**config.mk**
```make
export PLATFORM = sky130hd
export DESIGN_NAME = fp_add_top
export DESIGN_NICKNAME = d
export VERILOG_FILES = /design/src/verilog/fp_ctrl_pkg.sv /design/src/verilog/fp_format_pkg.sv /design/src/verilog/fp_add_top.sv /design/src/verilog/fp_result_pack.sv /design/src/verilog/fp_norm_round.sv /design/src/verilog/fp_sig_add.sv /design/src/verilog/fp_align.sv
export SDC_FILE = /design/constraint.sdc
export NUM_CORES = 1
export LEC_CHECK = 0
export BUFFER_PORTS_ARGS = -buffer_cell sky130_fd_sc_hd__buf_4
export CORE_ASPECT_RATIO = 0.75
export CORE_UTILIZATION = 51
export CTS_CLUSTER_DIAMETER = 80
export DETAILED_ROUTE_END_ITERATION = 16
export PLACE_DENSITY = 0.69
export SETUP_SLACK_MARGIN = 0.3
export SYNTH_ARGS = -nofsm -noshare
export SYNTH_HDL_FRONTEND = slang
export SYNTH_HIERARCHICAL = 1
export SYNTH_SLANG_ARGS = --single-unit
```
**constraint.sdc**
```tcl
create_clock -name clk -period 16 [get_ports clk]
set_input_delay 3.2 -clock clk [delete_from_list [all_inputs] [get_ports clk]]
set_output_delay 3.2 -clock clk [all_outputs]
set_load 0.01 [all_outputs]
```
**src/verilog/fp_ctrl_pkg.sv**
```systemverilog
package fp_ctrl_pkg;

  // operation request from the user side
  typedef enum logic {
    OP_ADD = 1'b0,
    OP_SUB = 1'b1
  } fp_op_e;

  // two-bit rounding mode
  typedef enum logic [1:0] {
    RND_NE = 2'b00, // nearest, ties to even
    RND_RZ = 2'b01, // toward zero
    RND_RP = 2'b10, // toward +inf
    RND_RM = 2'b11  // toward -inf
  } fp_rnd_e;

endpackage

```
**src/verilog/fp_format_pkg.sv**
```systemverilog
package fp_format_pkg;

  // single precision field widths
  localparam int EXP_W  = 8;
  localparam int MANT_W = 23;
  localparam int WORD_W = 32;

  // significand with hidden one
  localparam int SIG_W = MANT_W + 1;

  // aligned operand is hidden + fraction + g + r + s
  localparam int ALIGN_W = SIG_W + 3;

  // adder output adds a carry bit on top
  localparam int WORK_W = MANT_W + 5;

  // special exponent codes
  localparam logic [EXP_W-1:0] EXP_MAX        = '1;
  localparam logic [EXP_W-1:0] MAX_FINITE_EXP = EXP_MAX - 1'b1;

endpackage
```
**src/verilog/fp_add_top.sv**
```systemverilog
`timescale 1ns/1ns
module fp_add_top (
  input  logic                                 clk,
  input  logic                                 rst,
  input  logic                                 in_valid,
  input  logic [fp_format_pkg::WORD_W-1:0]     a,
  input  logic [fp_format_pkg::WORD_W-1:0]     b,
  input  fp_ctrl_pkg::fp_op_e                  op,
  input  fp_ctrl_pkg::fp_rnd_e                 rnd_mode,
  output logic                                 out_valid,
  output logic [fp_format_pkg::WORD_W-1:0]     result,
  output logic                                 overflow,
  output logic                                 underflow,
  output logic                                 inexact
);
  // stage 1 to stage 2
  logic                                s1_valid, s1_sign, s1_eff_sub;
  logic [fp_format_pkg::EXP_W-1:0]     s1_exp;
  logic [fp_format_pkg::ALIGN_W-1:0]   s1_sig_big, s1_sig_small;
  logic [1:0]                          s1_rnd;
  // stage 2 to normalize/round
  logic                                s2_valid, s2_sign;
  logic [fp_format_pkg::EXP_W-1:0]     s2_exp;
  logic [fp_format_pkg::WORK_W-1:0]    s2_mant;
  logic [1:0]                          s2_rnd;
  // normalize/round to output register
  logic                                nr_sign, nr_overflow, nr_underflow, nr_inexact, nr_zero;
  logic [fp_format_pkg::EXP_W-1:0]     nr_exp;
  logic [fp_format_pkg::MANT_W-1:0]    nr_mant;

  fp_align u_align (
    .clk(clk), .rst(rst), .in_valid(in_valid), .a(a), .b(b), .op(op),
    .rnd_mode(rnd_mode), .s1_valid(s1_valid), .s1_sign(s1_sign),
    .s1_eff_sub(s1_eff_sub), .s1_exp(s1_exp), .s1_sig_big(s1_sig_big),
    .s1_sig_small(s1_sig_small), .s1_rnd(s1_rnd)
  );

  fp_sig_add u_sig_add (
    .clk(clk), .rst(rst), .s1_valid(s1_valid), .s1_sign(s1_sign),
    .s1_eff_sub(s1_eff_sub), .s1_exp(s1_exp), .s1_sig_big(s1_sig_big),
    .s1_sig_small(s1_sig_small), .s1_rnd(s1_rnd), .s2_valid(s2_valid),
    .s2_sign(s2_sign), .s2_exp(s2_exp), .s2_mant(s2_mant), .s2_rnd(s2_rnd)
  );

  fp_norm_round u_norm_round (
    .sign_in(s2_sign), .exp_in(s2_exp), .mant_in(s2_mant),
    .rnd_mode(fp_ctrl_pkg::fp_rnd_e'(s2_rnd)), .sign_out(nr_sign), .exp_out(nr_exp),
    .mant_out(nr_mant), .overflow(nr_overflow), .underflow(nr_underflow),
    .inexact(nr_inexact), .zero(nr_zero)
  );

  fp_result_pack u_result_pack (
    .clk(clk), .rst(rst), .s2_valid(s2_valid), .rnd_mode(fp_ctrl_pkg::fp_rnd_e'(s2_rnd)),
    .sign(nr_sign), .exp(nr_exp), .mant(nr_mant), .overflow_in(nr_overflow),
    .underflow_in(nr_underflow), .inexact_in(nr_inexact), .zero(nr_zero),
    .out_valid(out_valid), .result(result), .overflow(overflow),
    .underflow(underflow), .inexact(inexact)
  );

endmodule

```
**src/verilog/fp_result_pack.sv**
```systemverilog
`timescale 1ns/1ns
module fp_result_pack (
  input  logic                                 clk,
  input  logic                                 rst,
  input  logic                                 s2_valid,
  input  fp_ctrl_pkg::fp_rnd_e                 rnd_mode,
  input  logic                                 sign,
  input  logic [fp_format_pkg::EXP_W-1:0]      exp,
  input  logic [fp_format_pkg::MANT_W-1:0]     mant,
  input  logic                                 overflow_in,
  input  logic                                 underflow_in,
  input  logic                                 inexact_in,
  input  logic                                 zero,
  output logic                                 out_valid,
  output logic [fp_format_pkg::WORD_W-1:0]     result,
  output logic                                 overflow,
  output logic                                 underflow,
  output logic                                 inexact
);
  logic                              to_inf;  // overflow saturates to infinity
  logic                              ovf;
  logic [fp_format_pkg::WORD_W-1:0]  packed_word;

  assign to_inf = (rnd_mode == fp_ctrl_pkg::RND_NE) |
                  ((rnd_mode == fp_ctrl_pkg::RND_RP) & ~sign) |
                  ((rnd_mode == fp_ctrl_pkg::RND_RM) & sign);
  assign ovf = overflow_in & ~zero;

  always_comb begin
    if (zero) begin
      packed_word = {rnd_mode == fp_ctrl_pkg::RND_RM, {(fp_format_pkg::WORD_W-1){1'b0}}};
    end else if (ovf && to_inf) begin
      packed_word = {sign, fp_format_pkg::EXP_MAX, {fp_format_pkg::MANT_W{1'b0}}};
    end else if (ovf) begin
      // largest finite of the same sign
      packed_word = {sign, fp_format_pkg::MAX_FINITE_EXP, {fp_format_pkg::MANT_W{1'b1}}};
    end else begin
      packed_word = {sign, exp, mant};
    end
  end

  always_ff @(posedge clk) begin
    if (rst) begin
      out_valid <= 1'b0;
      result    <= '0;
      overflow  <= 1'b0;
      underflow <= 1'b0;
      inexact   <= 1'b0;
    end else begin
      out_valid <= s2_valid;
      overflow  <= s2_valid & ovf;             // flags only with a valid result
      underflow <= s2_valid & underflow_in & ~zero;
      inexact   <= s2_valid & (inexact_in | ovf);
      if (s2_valid) result <= packed_word;     // holds between results
    end
  end

endmodule

```
**src/verilog/fp_norm_round.sv**
```systemverilog
`timescale 1ns/1ns
module fp_norm_round (
  input  logic                                 sign_in,
  input  logic [fp_format_pkg::EXP_W-1:0]      exp_in,   // biased
  input  logic [fp_format_pkg::WORK_W-1:0]     mant_in,  // carry|sig|g|r|s
  input  fp_ctrl_pkg::fp_rnd_e                 rnd_mode,
  output logic                                 sign_out,
  output logic [fp_format_pkg::EXP_W-1:0]      exp_out,
  output logic [fp_format_pkg::MANT_W-1:0]     mant_out,
  output logic                                 overflow,
  output logic                                 underflow,
  output logic                                 inexact,
  output logic                                 zero
);
  logic [fp_format_pkg::WORK_W-1:0] working;
  logic [4:0]                       lzc;     // 0..27
  logic [4:0]                       shamt;
  logic [fp_format_pkg::SIG_W-1:0]  sig;
  logic                             g, r, s;
  logic                             round_inc;
  logic [fp_format_pkg::SIG_W:0]    rounded; // extra bit for rounding carry

  assign sign_out = sign_in;
  assign zero     = (mant_in == '0);

  // leading zeros below the carry bit, highest set bit wins
  always_comb begin
    lzc = 5'(fp_format_pkg::WORK_W - 1);
    for (int i = 0; i < fp_format_pkg::WORK_W - 1; i++) begin
      if (mant_in[i]) lzc = 5'(fp_format_pkg::WORK_W - 2 - i);
    end
  end

  always_comb begin
    shamt = lzc;
    if (mant_in[fp_format_pkg::WORK_W-1]) begin
      // adder carry, one place right, keep the dropped bit in s
      working = {1'b0, mant_in[fp_format_pkg::WORK_W-1:2], mant_in[1] | mant_in[0]};
      exp_out = exp_in + 1'b1;
    end else begin
      if ({3'b000, lzc} > exp_in) shamt = exp_in[4:0]; // exponent floors at zero
      working = mant_in << shamt;
      exp_out = exp_in - {3'b000, shamt};
    end

    sig = working[fp_format_pkg::WORK_W-2:3];
    g   = working[2];
    r   = working[1];
    s   = working[0];
    inexact = g | r | s;

    case (rnd_mode)
      fp_ctrl_pkg::RND_NE: round_inc = g & (r | s | sig[0]); // tie goes to even
      fp_ctrl_pkg::RND_RZ: round_inc = 1'b0;
      fp_ctrl_pkg::RND_RP: round_inc = ~sign_in & inexact;
      fp_ctrl_pkg::RND_RM: round_inc = sign_in & inexact;
      default:             round_inc = 1'b0;
    endcase

    rounded = {1'b0, sig} + {{fp_format_pkg::SIG_W{1'b0}}, round_inc};
    if (rounded[fp_format_pkg::SIG_W]) begin
      // 1.111..1 rounded up to 10.000..0
      mant_out = rounded[fp_format_pkg::MANT_W:1];
      exp_out  = exp_out + 1'b1;
    end else begin
      mant_out = rounded[fp_format_pkg::MANT_W-1:0]; // hidden bit dropped
    end

    overflow  = (exp_out == fp_format_pkg::EXP_MAX);
    underflow = (exp_out == '0) & inexact; // rough subnormal rule
  end

endmodule

```
**src/verilog/fp_sig_add.sv**
```systemverilog
`timescale 1ns/1ns
module fp_sig_add (
  input  logic                                 clk,
  input  logic                                 rst,
  input  logic                                 s1_valid,
  input  logic                                 s1_sign,
  input  logic                                 s1_eff_sub,
  input  logic [fp_format_pkg::EXP_W-1:0]      s1_exp,
  input  logic [fp_format_pkg::ALIGN_W-1:0]    s1_sig_big,
  input  logic [fp_format_pkg::ALIGN_W-1:0]    s1_sig_small,
  input  logic [1:0]                           s1_rnd,
  output logic                                 s2_valid,
  output logic                                 s2_sign,
  output logic [fp_format_pkg::EXP_W-1:0]      s2_exp,
  output logic [fp_format_pkg::WORK_W-1:0]     s2_mant,
  output logic [1:0]                           s2_rnd
);
  logic [fp_format_pkg::WORK_W-1:0] big_ext;   // zero carry bit on top
  logic [fp_format_pkg::WORK_W-1:0] small_ext;
  logic [fp_format_pkg::WORK_W-1:0] sum;

  assign big_ext   = {1'b0, s1_sig_big};
  assign small_ext = {1'b0, s1_sig_small};

  // big >= small so the difference stays positive
  // carry of an add lands in bit WORK_W-1
  assign sum = s1_eff_sub ? (big_ext - small_ext) : (big_ext + small_ext);

  always_ff @(posedge clk) begin
    if (rst) begin
      s2_valid <= 1'b0;
      s2_sign  <= 1'b0;
      s2_exp   <= '0;
      s2_mant  <= '0;
      s2_rnd   <= '0;
    end else begin
      s2_valid <= s1_valid;
      s2_sign  <= s1_sign;   // unchanged, magnitude order fixed in stage 1
      s2_exp   <= s1_exp;
      s2_mant  <= sum;       // carry | hidden | fraction | g | r | s
      s2_rnd   <= s1_rnd;
    end
  end

endmodule

```
**src/verilog/fp_align.sv**
```systemverilog
`timescale 1ns/1ns
module fp_align (
  input  logic                                 clk,
  input  logic                                 rst,
  input  logic                                 in_valid,
  input  logic [fp_format_pkg::WORD_W-1:0]     a,
  input  logic [fp_format_pkg::WORD_W-1:0]     b,
  input  fp_ctrl_pkg::fp_op_e                  op,
  input  fp_ctrl_pkg::fp_rnd_e                 rnd_mode,
  output logic                                 s1_valid,
  output logic                                 s1_sign,
  output logic                                 s1_eff_sub,
  output logic [fp_format_pkg::EXP_W-1:0]      s1_exp,
  output logic [fp_format_pkg::ALIGN_W-1:0]    s1_sig_big,
  output logic [fp_format_pkg::ALIGN_W-1:0]    s1_sig_small,
  output logic [1:0]                           s1_rnd
);
  logic                                 sign_a, sign_b;
  logic [fp_format_pkg::EXP_W-1:0]      exp_a, exp_b, exp_big, exp_small, diff;
  logic [fp_format_pkg::SIG_W-1:0]      sig_a, sig_b, sig_big, sig_small;
  logic                                 a_big;
  logic [2*fp_format_pkg::ALIGN_W-1:0]  shift_full; // upper half kept, lower half to sticky
  logic [fp_format_pkg::ALIGN_W-1:0]    small_al;

  // unpack
  assign sign_a = a[fp_format_pkg::WORD_W-1];
  assign sign_b = b[fp_format_pkg::WORD_W-1] ^ (op == fp_ctrl_pkg::OP_SUB); // b negated on sub
  assign exp_a  = a[fp_format_pkg::WORD_W-2 -: fp_format_pkg::EXP_W];
  assign exp_b  = b[fp_format_pkg::WORD_W-2 -: fp_format_pkg::EXP_W];
  // zero exponent flushes the whole significand
  assign sig_a = (exp_a == '0) ? '0 : {1'b1, a[fp_format_pkg::MANT_W-1:0]};
  assign sig_b = (exp_b == '0) ? '0 : {1'b1, b[fp_format_pkg::MANT_W-1:0]};

  // exp|frac compares as an unsigned magnitude
  assign a_big = a[fp_format_pkg::WORD_W-2:0] >= b[fp_format_pkg::WORD_W-2:0];

  assign exp_big   = a_big ? exp_a : exp_b;
  assign exp_small = a_big ? exp_b : exp_a;
  assign sig_big   = a_big ? sig_a : sig_b;
  assign sig_small = a_big ? sig_b : sig_a;
  assign diff      = exp_big - exp_small; // never negative

  always_comb begin
    shift_full = {sig_small, 3'b000, {fp_format_pkg::ALIGN_W{1'b0}}} >> diff;
    if (diff > fp_format_pkg::ALIGN_W - 1) begin
      small_al = {{(fp_format_pkg::ALIGN_W-1){1'b0}}, |sig_small}; // only sticky survives
    end else begin
      small_al = {shift_full[2*fp_format_pkg::ALIGN_W-1:fp_format_pkg::ALIGN_W+1],
                  shift_full[fp_format_pkg::ALIGN_W] |
                  (|shift_full[fp_format_pkg::ALIGN_W-1:0])}; // fold lost bits into s
    end
  end

  always_ff @(posedge clk) begin
    if (rst) begin
      s1_valid     <= 1'b0;
      s1_sign      <= 1'b0;
      s1_eff_sub   <= 1'b0;
      s1_exp       <= '0;
      s1_sig_big   <= '0;
      s1_sig_small <= '0;
      s1_rnd       <= '0;
    end else begin
      s1_valid     <= in_valid;
      s1_sign      <= a_big ? sign_a : sign_b; // larger magnitude decides the sign
      s1_eff_sub   <= sign_a ^ sign_b;
      s1_exp       <= exp_big;
      s1_sig_big   <= {sig_big, 3'b000}; // grs start empty
      s1_sig_small <= small_al;
      s1_rnd       <= rnd_mode;
    end
  end

endmodule

```
# After elaboration in Yosys (flattened, before gate mapping)
# Cells that the tools add are included.
# Widths: inputs -> output; s select.
# word_totals
reg_bits,143
inputBits,70
word_cells,114
# classes
add_sub_neg,7
n_lt_le_gt_ge,3
n_eq_ne,4
shift,2
n_mux,46
bitwise,24
n_reduce_logical,9
# ops
operator,n
$mux 24,4
$mux 5,18
$mux 31,2
$shr 54x8->54,1
$mux 32,1
$mux 4,8
$mux 8,4
$ge 31x31->1,1
$add 27x27->28,1
$logic_not 28->1,1
$mux 28,1
$shl 28x5->27,1
$sub 27x27->28,1
$mux 27,1
$reduce_or 27->1,1
$add 24x1->25,1
$logic_not 8->1,3
$reduce_or 24->1,1
$mux 23,1
$add 8x1->8 const B,2
$and 1x1->1,11
$or 1x1->1,9
$eq 8x8->1 const B,1
$gt 5x8->1,1
13 further kinds,19

# Longest topological paths before layout
# logic_depth
depth_word,43
ltp_mapped,35

# Cells and area by module
# Netlist, hierarchy kept.
# by_module_without_submodules
mod,instances,cells_per_inst,area_each_um2
fp_align,1,710,5383.9
fp_norm_round,1,670,4534.3
fp_sig_add,1,391,3118.0
fp_result_pack,1,156,1373.8

# Worst setup path after synthesis
# OpenSTA, ideal clock, no wires.
# synth_path
kind,input to register
startpoint,input port b[26] (netlist name)
endpoint,register u_align/s1_sig_small[0] (netlist name)
setup_time_ps,86
t_arrival_ps,8026
required_time_ps,15914
setup_slack_ps,7888
cell_stages,22
path_buffers,5
cell_sequence,inv_1 -> ha_1 -> buf_4 -> nand4_1 -> nor4_4 -> a2bb2oi_1 -> and3_4 -> nand2_1 -> buf_2 -> clkbuf_1 -> buf_1 -> mux2_2 -> ha_1 -> a31o_1 -> o21a_1 -> or2_4 -> buf_6 -> mux2_4 -> mux4_2 -> a31o_1 -> a41o_1 -> a221oi_2
# synth_between
elab_chain_len,7
# synth_rtl
element,line,rtl
from (decl),fp_add_top.sv:7,"input logic [fp_format_pkg::WORD_W-1:0] b,"
$ge 31x31->1 / $logic_not 8->1 (equally long branches),"fp_align.sv:35, fp_align.sv:32",
"$mux 8, or another cell as far along",fp_align.sv:37,assign exp_big = a_big ? exp_a : exp_b;
$sub 8x8->8 / $mux 24 (equally long branches),"fp_align.sv:41, fp_align.sv:40",
$shr 54x8->54,fp_align.sv:44,"shift_full = {sig_small, 3'b000, {fp_format_pkg::ALIGN_W{1'b0}}} >> diff;"
$reduce_or 27->1,fp_align.sv:50,(|shift_full[fp_format_pkg::ALIGN_W-1:0])};
$or 1x1->1,fp_align.sv:49,shift_full[fp_format_pkg::ALIGN_W] |
$mux 1 *,fp_align.sv:45,if (diff > fp_format_pkg::ALIGN_W - 1) begin
to (signal assigned),fp_align.sv:69,s1_sig_small <= small_al;
to (decl),fp_align.sv:15,"output logic [fp_format_pkg::ALIGN_W-1:0] s1_sig_small,"
# Every way passes the cells marked *; elsewhere a longest branch is shown, timed or not.
# A chain may end at the register's enable or synchronous reset.

# Worst setup path in the final report
# layout_path
startpoint,register u_sig_add/s2_mant[23] (netlist name)
endpoint,register u_result_pack/result[12] (netlist name)
# layout_between
elab_chain_len,20
# layout_rtl
element,line,rtl
from (decl),fp_sig_add.sv:15,"output logic [fp_format_pkg::WORK_W-1:0] s2_mant,"
from (signal assigned),fp_sig_add.sv:40,s2_mant <= sum;
$mux 5 (4 in a row),fp_norm_round.sv:30,if (mant_in[i]) lzc = 5'(fp_format_pkg::WORK_W - 2 - i);
$gt 5x8->1,fp_norm_round.sv:41,"if ({3'b000, lzc} > exp_in) shamt = exp_in[4:0];"
$mux 5,fp_norm_round.sv:41,
$mux 5,fp_norm_round.sv:36,if (mant_in[fp_format_pkg::WORK_W-1]) begin
$shl 28x5->27,fp_norm_round.sv:42,working = mant_in << shamt;
$mux 27,fp_norm_round.sv:36,
$or 1x1->1 (on tied branches) (2 in a row),"fp_norm_round.sv:50, fp_norm_round.sv:53",
$and 1x1->1 (on tied branches),"fp_norm_round.sv:56, fp_norm_round.sv:53, fp_norm_round.sv:55",
$pmux 1 s4,fp_norm_round.sv:52,case (rnd_mode)
$add 24x1->25,fp_norm_round.sv:60,"rounded = {1'b0, sig} + {{fp_format_pkg::SIG_W{1'b0}}, round_inc};"
$mux 8 *,fp_norm_round.sv:61,if (rounded[fp_format_pkg::SIG_W]) begin
$eq 8x8->1 *,fp_norm_round.sv:69,overflow = (exp_out == fp_format_pkg::EXP_MAX);
named net nr_overflow,fp_add_top.sv:27,"logic nr_sign, nr_overflow, nr_underflow, nr_inexact, nr_zero;"
$and 1x1->1 *,fp_result_pack.sv:27,assign ovf = overflow_in & ~zero;
$mux 31 / $logic_and 1x1->1 (equally long branches),"fp_result_pack.sv:34, fp_result_pack.sv:32",
$mux 31 *,fp_result_pack.sv:32,end else if (ovf && to_inf) begin
$mux 32 *,fp_result_pack.sv:30,if (zero) begin
to (signal assigned),fp_result_pack.sv:54,if (s2_valid) result <= packed_word;
to (decl),fp_result_pack.sv:15,"output logic [fp_format_pkg::WORD_W-1:0] result,"
# Mark *: on every way through the listed nets, which the timed path passes. The rest lies on a longest branch. The select of a mux whose other input is x is not followed.

==> metrics.json <==
{
  "finish": {
    "layout.filler_cells": 2582,
    "final_net_count": 2098,
    "antenna_cells": 0,
    "flow.area_growth_from_synthesis_pct": 10.1,
    "post_route_cells_drive_above_1_share_pct": 14.2
  },
  "power": {
    "max-vdd-ir-drop_mv": 0.134,
    "p_leak_uw": 0.00642,
    "fin_total_pwr_uw": 4050,
    "power-per-cell-area_nw_per_um2": 256
  },
  "drt": {
    "routed_wl_mm": 53.6,
    "route.detailed.drc": 0,
    "routedWlPerCell_um": 22.9,
    "avgViaCountPerCell": 6.63,
    "dr.first_iter.drc_count": 2207,
    "detailedRoute.firstPassIterationCount": 7,
    "ant_nets_after_route": 0,
    "via_count": 15514
  },
  "timing": {
    "fmaxAchievable_ghz": 0.106,
    "hold_viol_final": 0,
    "fin_hold_ws_ns": 0.438,
    "post-route-min-period_ns": 9.42,
    "fin_skew_ns": 0.0132,
    "grt_setup_unrepaired": "false",
    "fin_tns_setup_ns": 0,
    "max_slew_margin_pct": 21.1,
    "final-max-slew-violation-count": 0,
    "worst-slew-pin-transition_ns": 1.18,
    "min_period_over_period_pct": 58.9,
    "setup-violations-final": 0
  },
  "clock_tree": {
    "postCtsSetupRepairBufs": 0,
    "cts_repair_resize_count": 0,
    "cts-root-to-sink-buffers": 2,
    "cts_hold_buffers": 0,
    "cts_root_buf": "clkbuf_16",
    "clock_tree.htree_level_count": 4,
    "numCtsBuffers": 17,
    "worstSkewPairLatency_ns": 0.43,
    "cts_num_sinks": 140,
    "clk_transition_reported_paths_ns": 0.06,
    "tritoncts": "built"
  },
  "floorplan": {
    "floorplan.initialDensity_pct": 52.6,
    "num_rows": 52,
    "dieArea_um2": 28900,
    "design.portCount": 106,
    "floorplan.die.height_um": 148,
    "core_area_um2": 27400,
    "die_x_um": 196
  },
  "placed_design": {
    "dpl.hpwl_mm": 41.6,
    "gp_routability_congestion": 1.05,
    "io_buffers": 105
  },
  "min_path": {
    "hold_class": "reg2reg"
  },
  "global_route": {
    "grt_pass1_wl_mm": 81.9,
    "globalRoute.totalOverflow": 0,
    "grt.total_usage_pct": 36.8,
    "antenna_found_initial": 2,
    "vias_in_the_first_global_route": 13803,
    "grt_max_degree": 94
  },
  "critical_path": {
    "timing.critical_path.fanout_max": 33,
    "timing_worst_setup_path_type": "reg2reg",
    "timing.critical_path.arrival_ns": 9.69,
    "crit_required_ns": 16.27,
    "crit_path_start_kind": "flip-flop",
    "endpoint_kind": "flip-flop"
  },
  "yosys": {
    "yosys_most_used_dff": "dfxtp_1",
    "seq_area_frac_synth_pct": 19.4,
    "syn-cell-area_um2": 14400,
    "post_synth_num_cell_types": 115,
    "synth.top_cell.area_share_pct": 19.4,
    "ys_ff_latch": 140,
    "synth_warnings": 6,
    "number_of_flops_mapped_to_enable_cells_by_yosys": 0,
    "synth.largest_area_cell": "dfxtp_1",
    "syn_area_per_cell_um2": 7.48,
    "synth_top_cells_by_area": "dfxtp_1 19%, ha_1 6.6%, mux2i_1 5.5%",
    "synth-async-reset-ratio_pct": 0,
    "postSynthCellCount": 1927
  },
  "run_status": {
    "status": "finished, final reports clean"
  },
  "job": {
    "number_of_maximum_capacitance_constraint_violations": 0
  }
}
power by group:
part	internal, µW	leakage, µW	switching (µW)
sequential	406	0.00115	95.9
clock	250	0.000286	161
combinational	1070	0.00498	2070
total	1730	0.00642	2320
flip-flops by register name, summed over array words and instances, names as in the netlist, 2 cells and up:
register / cells
u_align/s1_rnd: 2
u_align/s1_exp: 8
u_align/s1_sig_small: 27
u_sig_add/s2_rnd: 2
u_result_pack/result: 32
u_sig_add/s2_mant: 28
u_align/s1_sig_big: 24
u_sig_add/s2_exp: 8
worst max-delay path, stage by stage, from the launching register on:
cell and delay [ns]:
dfxtp_1 0.41, nor4_2 0.67, o21ai_1 0.23, nor2_2 0.59
ha_1 0.36, and3_1 0.21, o21a_1 0.14, o21ai_2 0.11
buf_4 0.34, a31oi_4 0.36, inv_2 0.63, a2111oi_0 0.32
o32ai_1 0.54, nand2b_1 0.17, a21oi_1 0.07, nor2_1 0.12
ha_1 0.17, ha_1 0.17, a21boi_1 0.36, nand4_1 0.35
or4_1 0.77, nor2_4 0.40, a41oi_1 0.17, and4b_1 0.31
nand2b_1 0.10, o211ai_2 0.92, o21ai_0 0.24
cells in the final DEF, fill, tap and decap left out, drive strengths merged, types with 23 or more instances in the layout:
cell type  count
nand2b        24
nor2         193
nor4          23
ha            76
mux2i         80
mux2          35
a31oi         49
o21ai        119
nand2        193
nor3          80
dfxtp        140
a21oi        137
a21o          24
nand3         60
nor2b         38
buf          130
xnor2         59
inv           87
a211oi        30
nand4         24
synth_stat cells, types with 11 or more instances:
cell       instances
a2111oi_0         12
a211oi_1          28
a21o_1            23
a21oi_1          131
a221oi_1          17
a22oi_1           16
a31oi_1           47
and2_1            13
buf_2             27
clkbuf_1          73
dfxtp_1          140
ha_1              76
inv_1             83
mux2_2            28
mux2i_1           79
nand2_1          192
nand2b_1          24
nand3_1           60
nand4_1           22
nor2_1           188
nor2b_1           38
nor3_1            79
nor4_1            18
o211ai_1          19
o21a_1            21
o21ai_0           86
o21ai_1           19
o21ai_2           14
o21bai_1          13
o22ai_1           11
o31ai_1           12
or3_1             11
xnor2_1           59
xor2_1            18
stage by stage:
| stage | std cells | utilization (%) | setup WS [ns] | area (µm²) |
|---|---|---|---|---|
| floorplan | 1929 | - | 7.89 | 14400 |
| global placement | 2309 | 55.7 | 6.88 | 15300 |
| detailed placement | 2309 | 55.7 | 6.80 | 15300 |
| CTS | 2341 | 57.9 | 6.80 | 15900 |
| global route | 2341 | 57.9 | 6.00 | 15900 |
| finish | 2341 | 57.9 | 6.58 | 15900 |
final timing paths:
check                                  end  slack [ns]  depth (start not counted)             startpoint
hold reg to reg        u_sig_add/s2_exp[0]        0.44                          1      u_align/s1_exp[0]
setup / recovery  u_result_pack/result[12]        6.58                         26  u_sig_add/s2_mant[23]
setup reg to reg  u_result_pack/result[12]        6.58                         26  u_sig_add/s2_mant[23]
hold / removal         u_sig_add/s2_exp[0]        0.44                          1      u_align/s1_exp[0]
cell families after synthesis:
kind of cell	after synthesis	share of synthesized area, %
XOR/XNOR	77	4.68
buffers and inverters	215	6.62
AO/OA/AOI/OAI	585	28.2
other	1	0.0260
adder cells (fa/ha/maj)	78	6.88
AND/OR/NAND/NOR	707	24.3
flip-flops	140	19.4
multiplexers	124	9.83
per-layer routing:
layer | part of all wire, % | track usage [%]
met1 | 47 | 56.5
met5 | 0 | 0
met4 | 1.8 | 7.58
met3 | 13 | 12.0
met2 | 38 | 48.4
cell type report:
cell class	count	area (µm²)	area share (%)
flip-flops and latches	140	2800	17.7
clock inverters	13	165	1.04
inverters	87	327	2.06
repair buffers	130	976	6.15
multi-input cells	1574	10700	67.3
well taps	378	473	2.98
clock buffers	19	443	2.79
No activity file was read; power rests on OpenSTA's default activity.
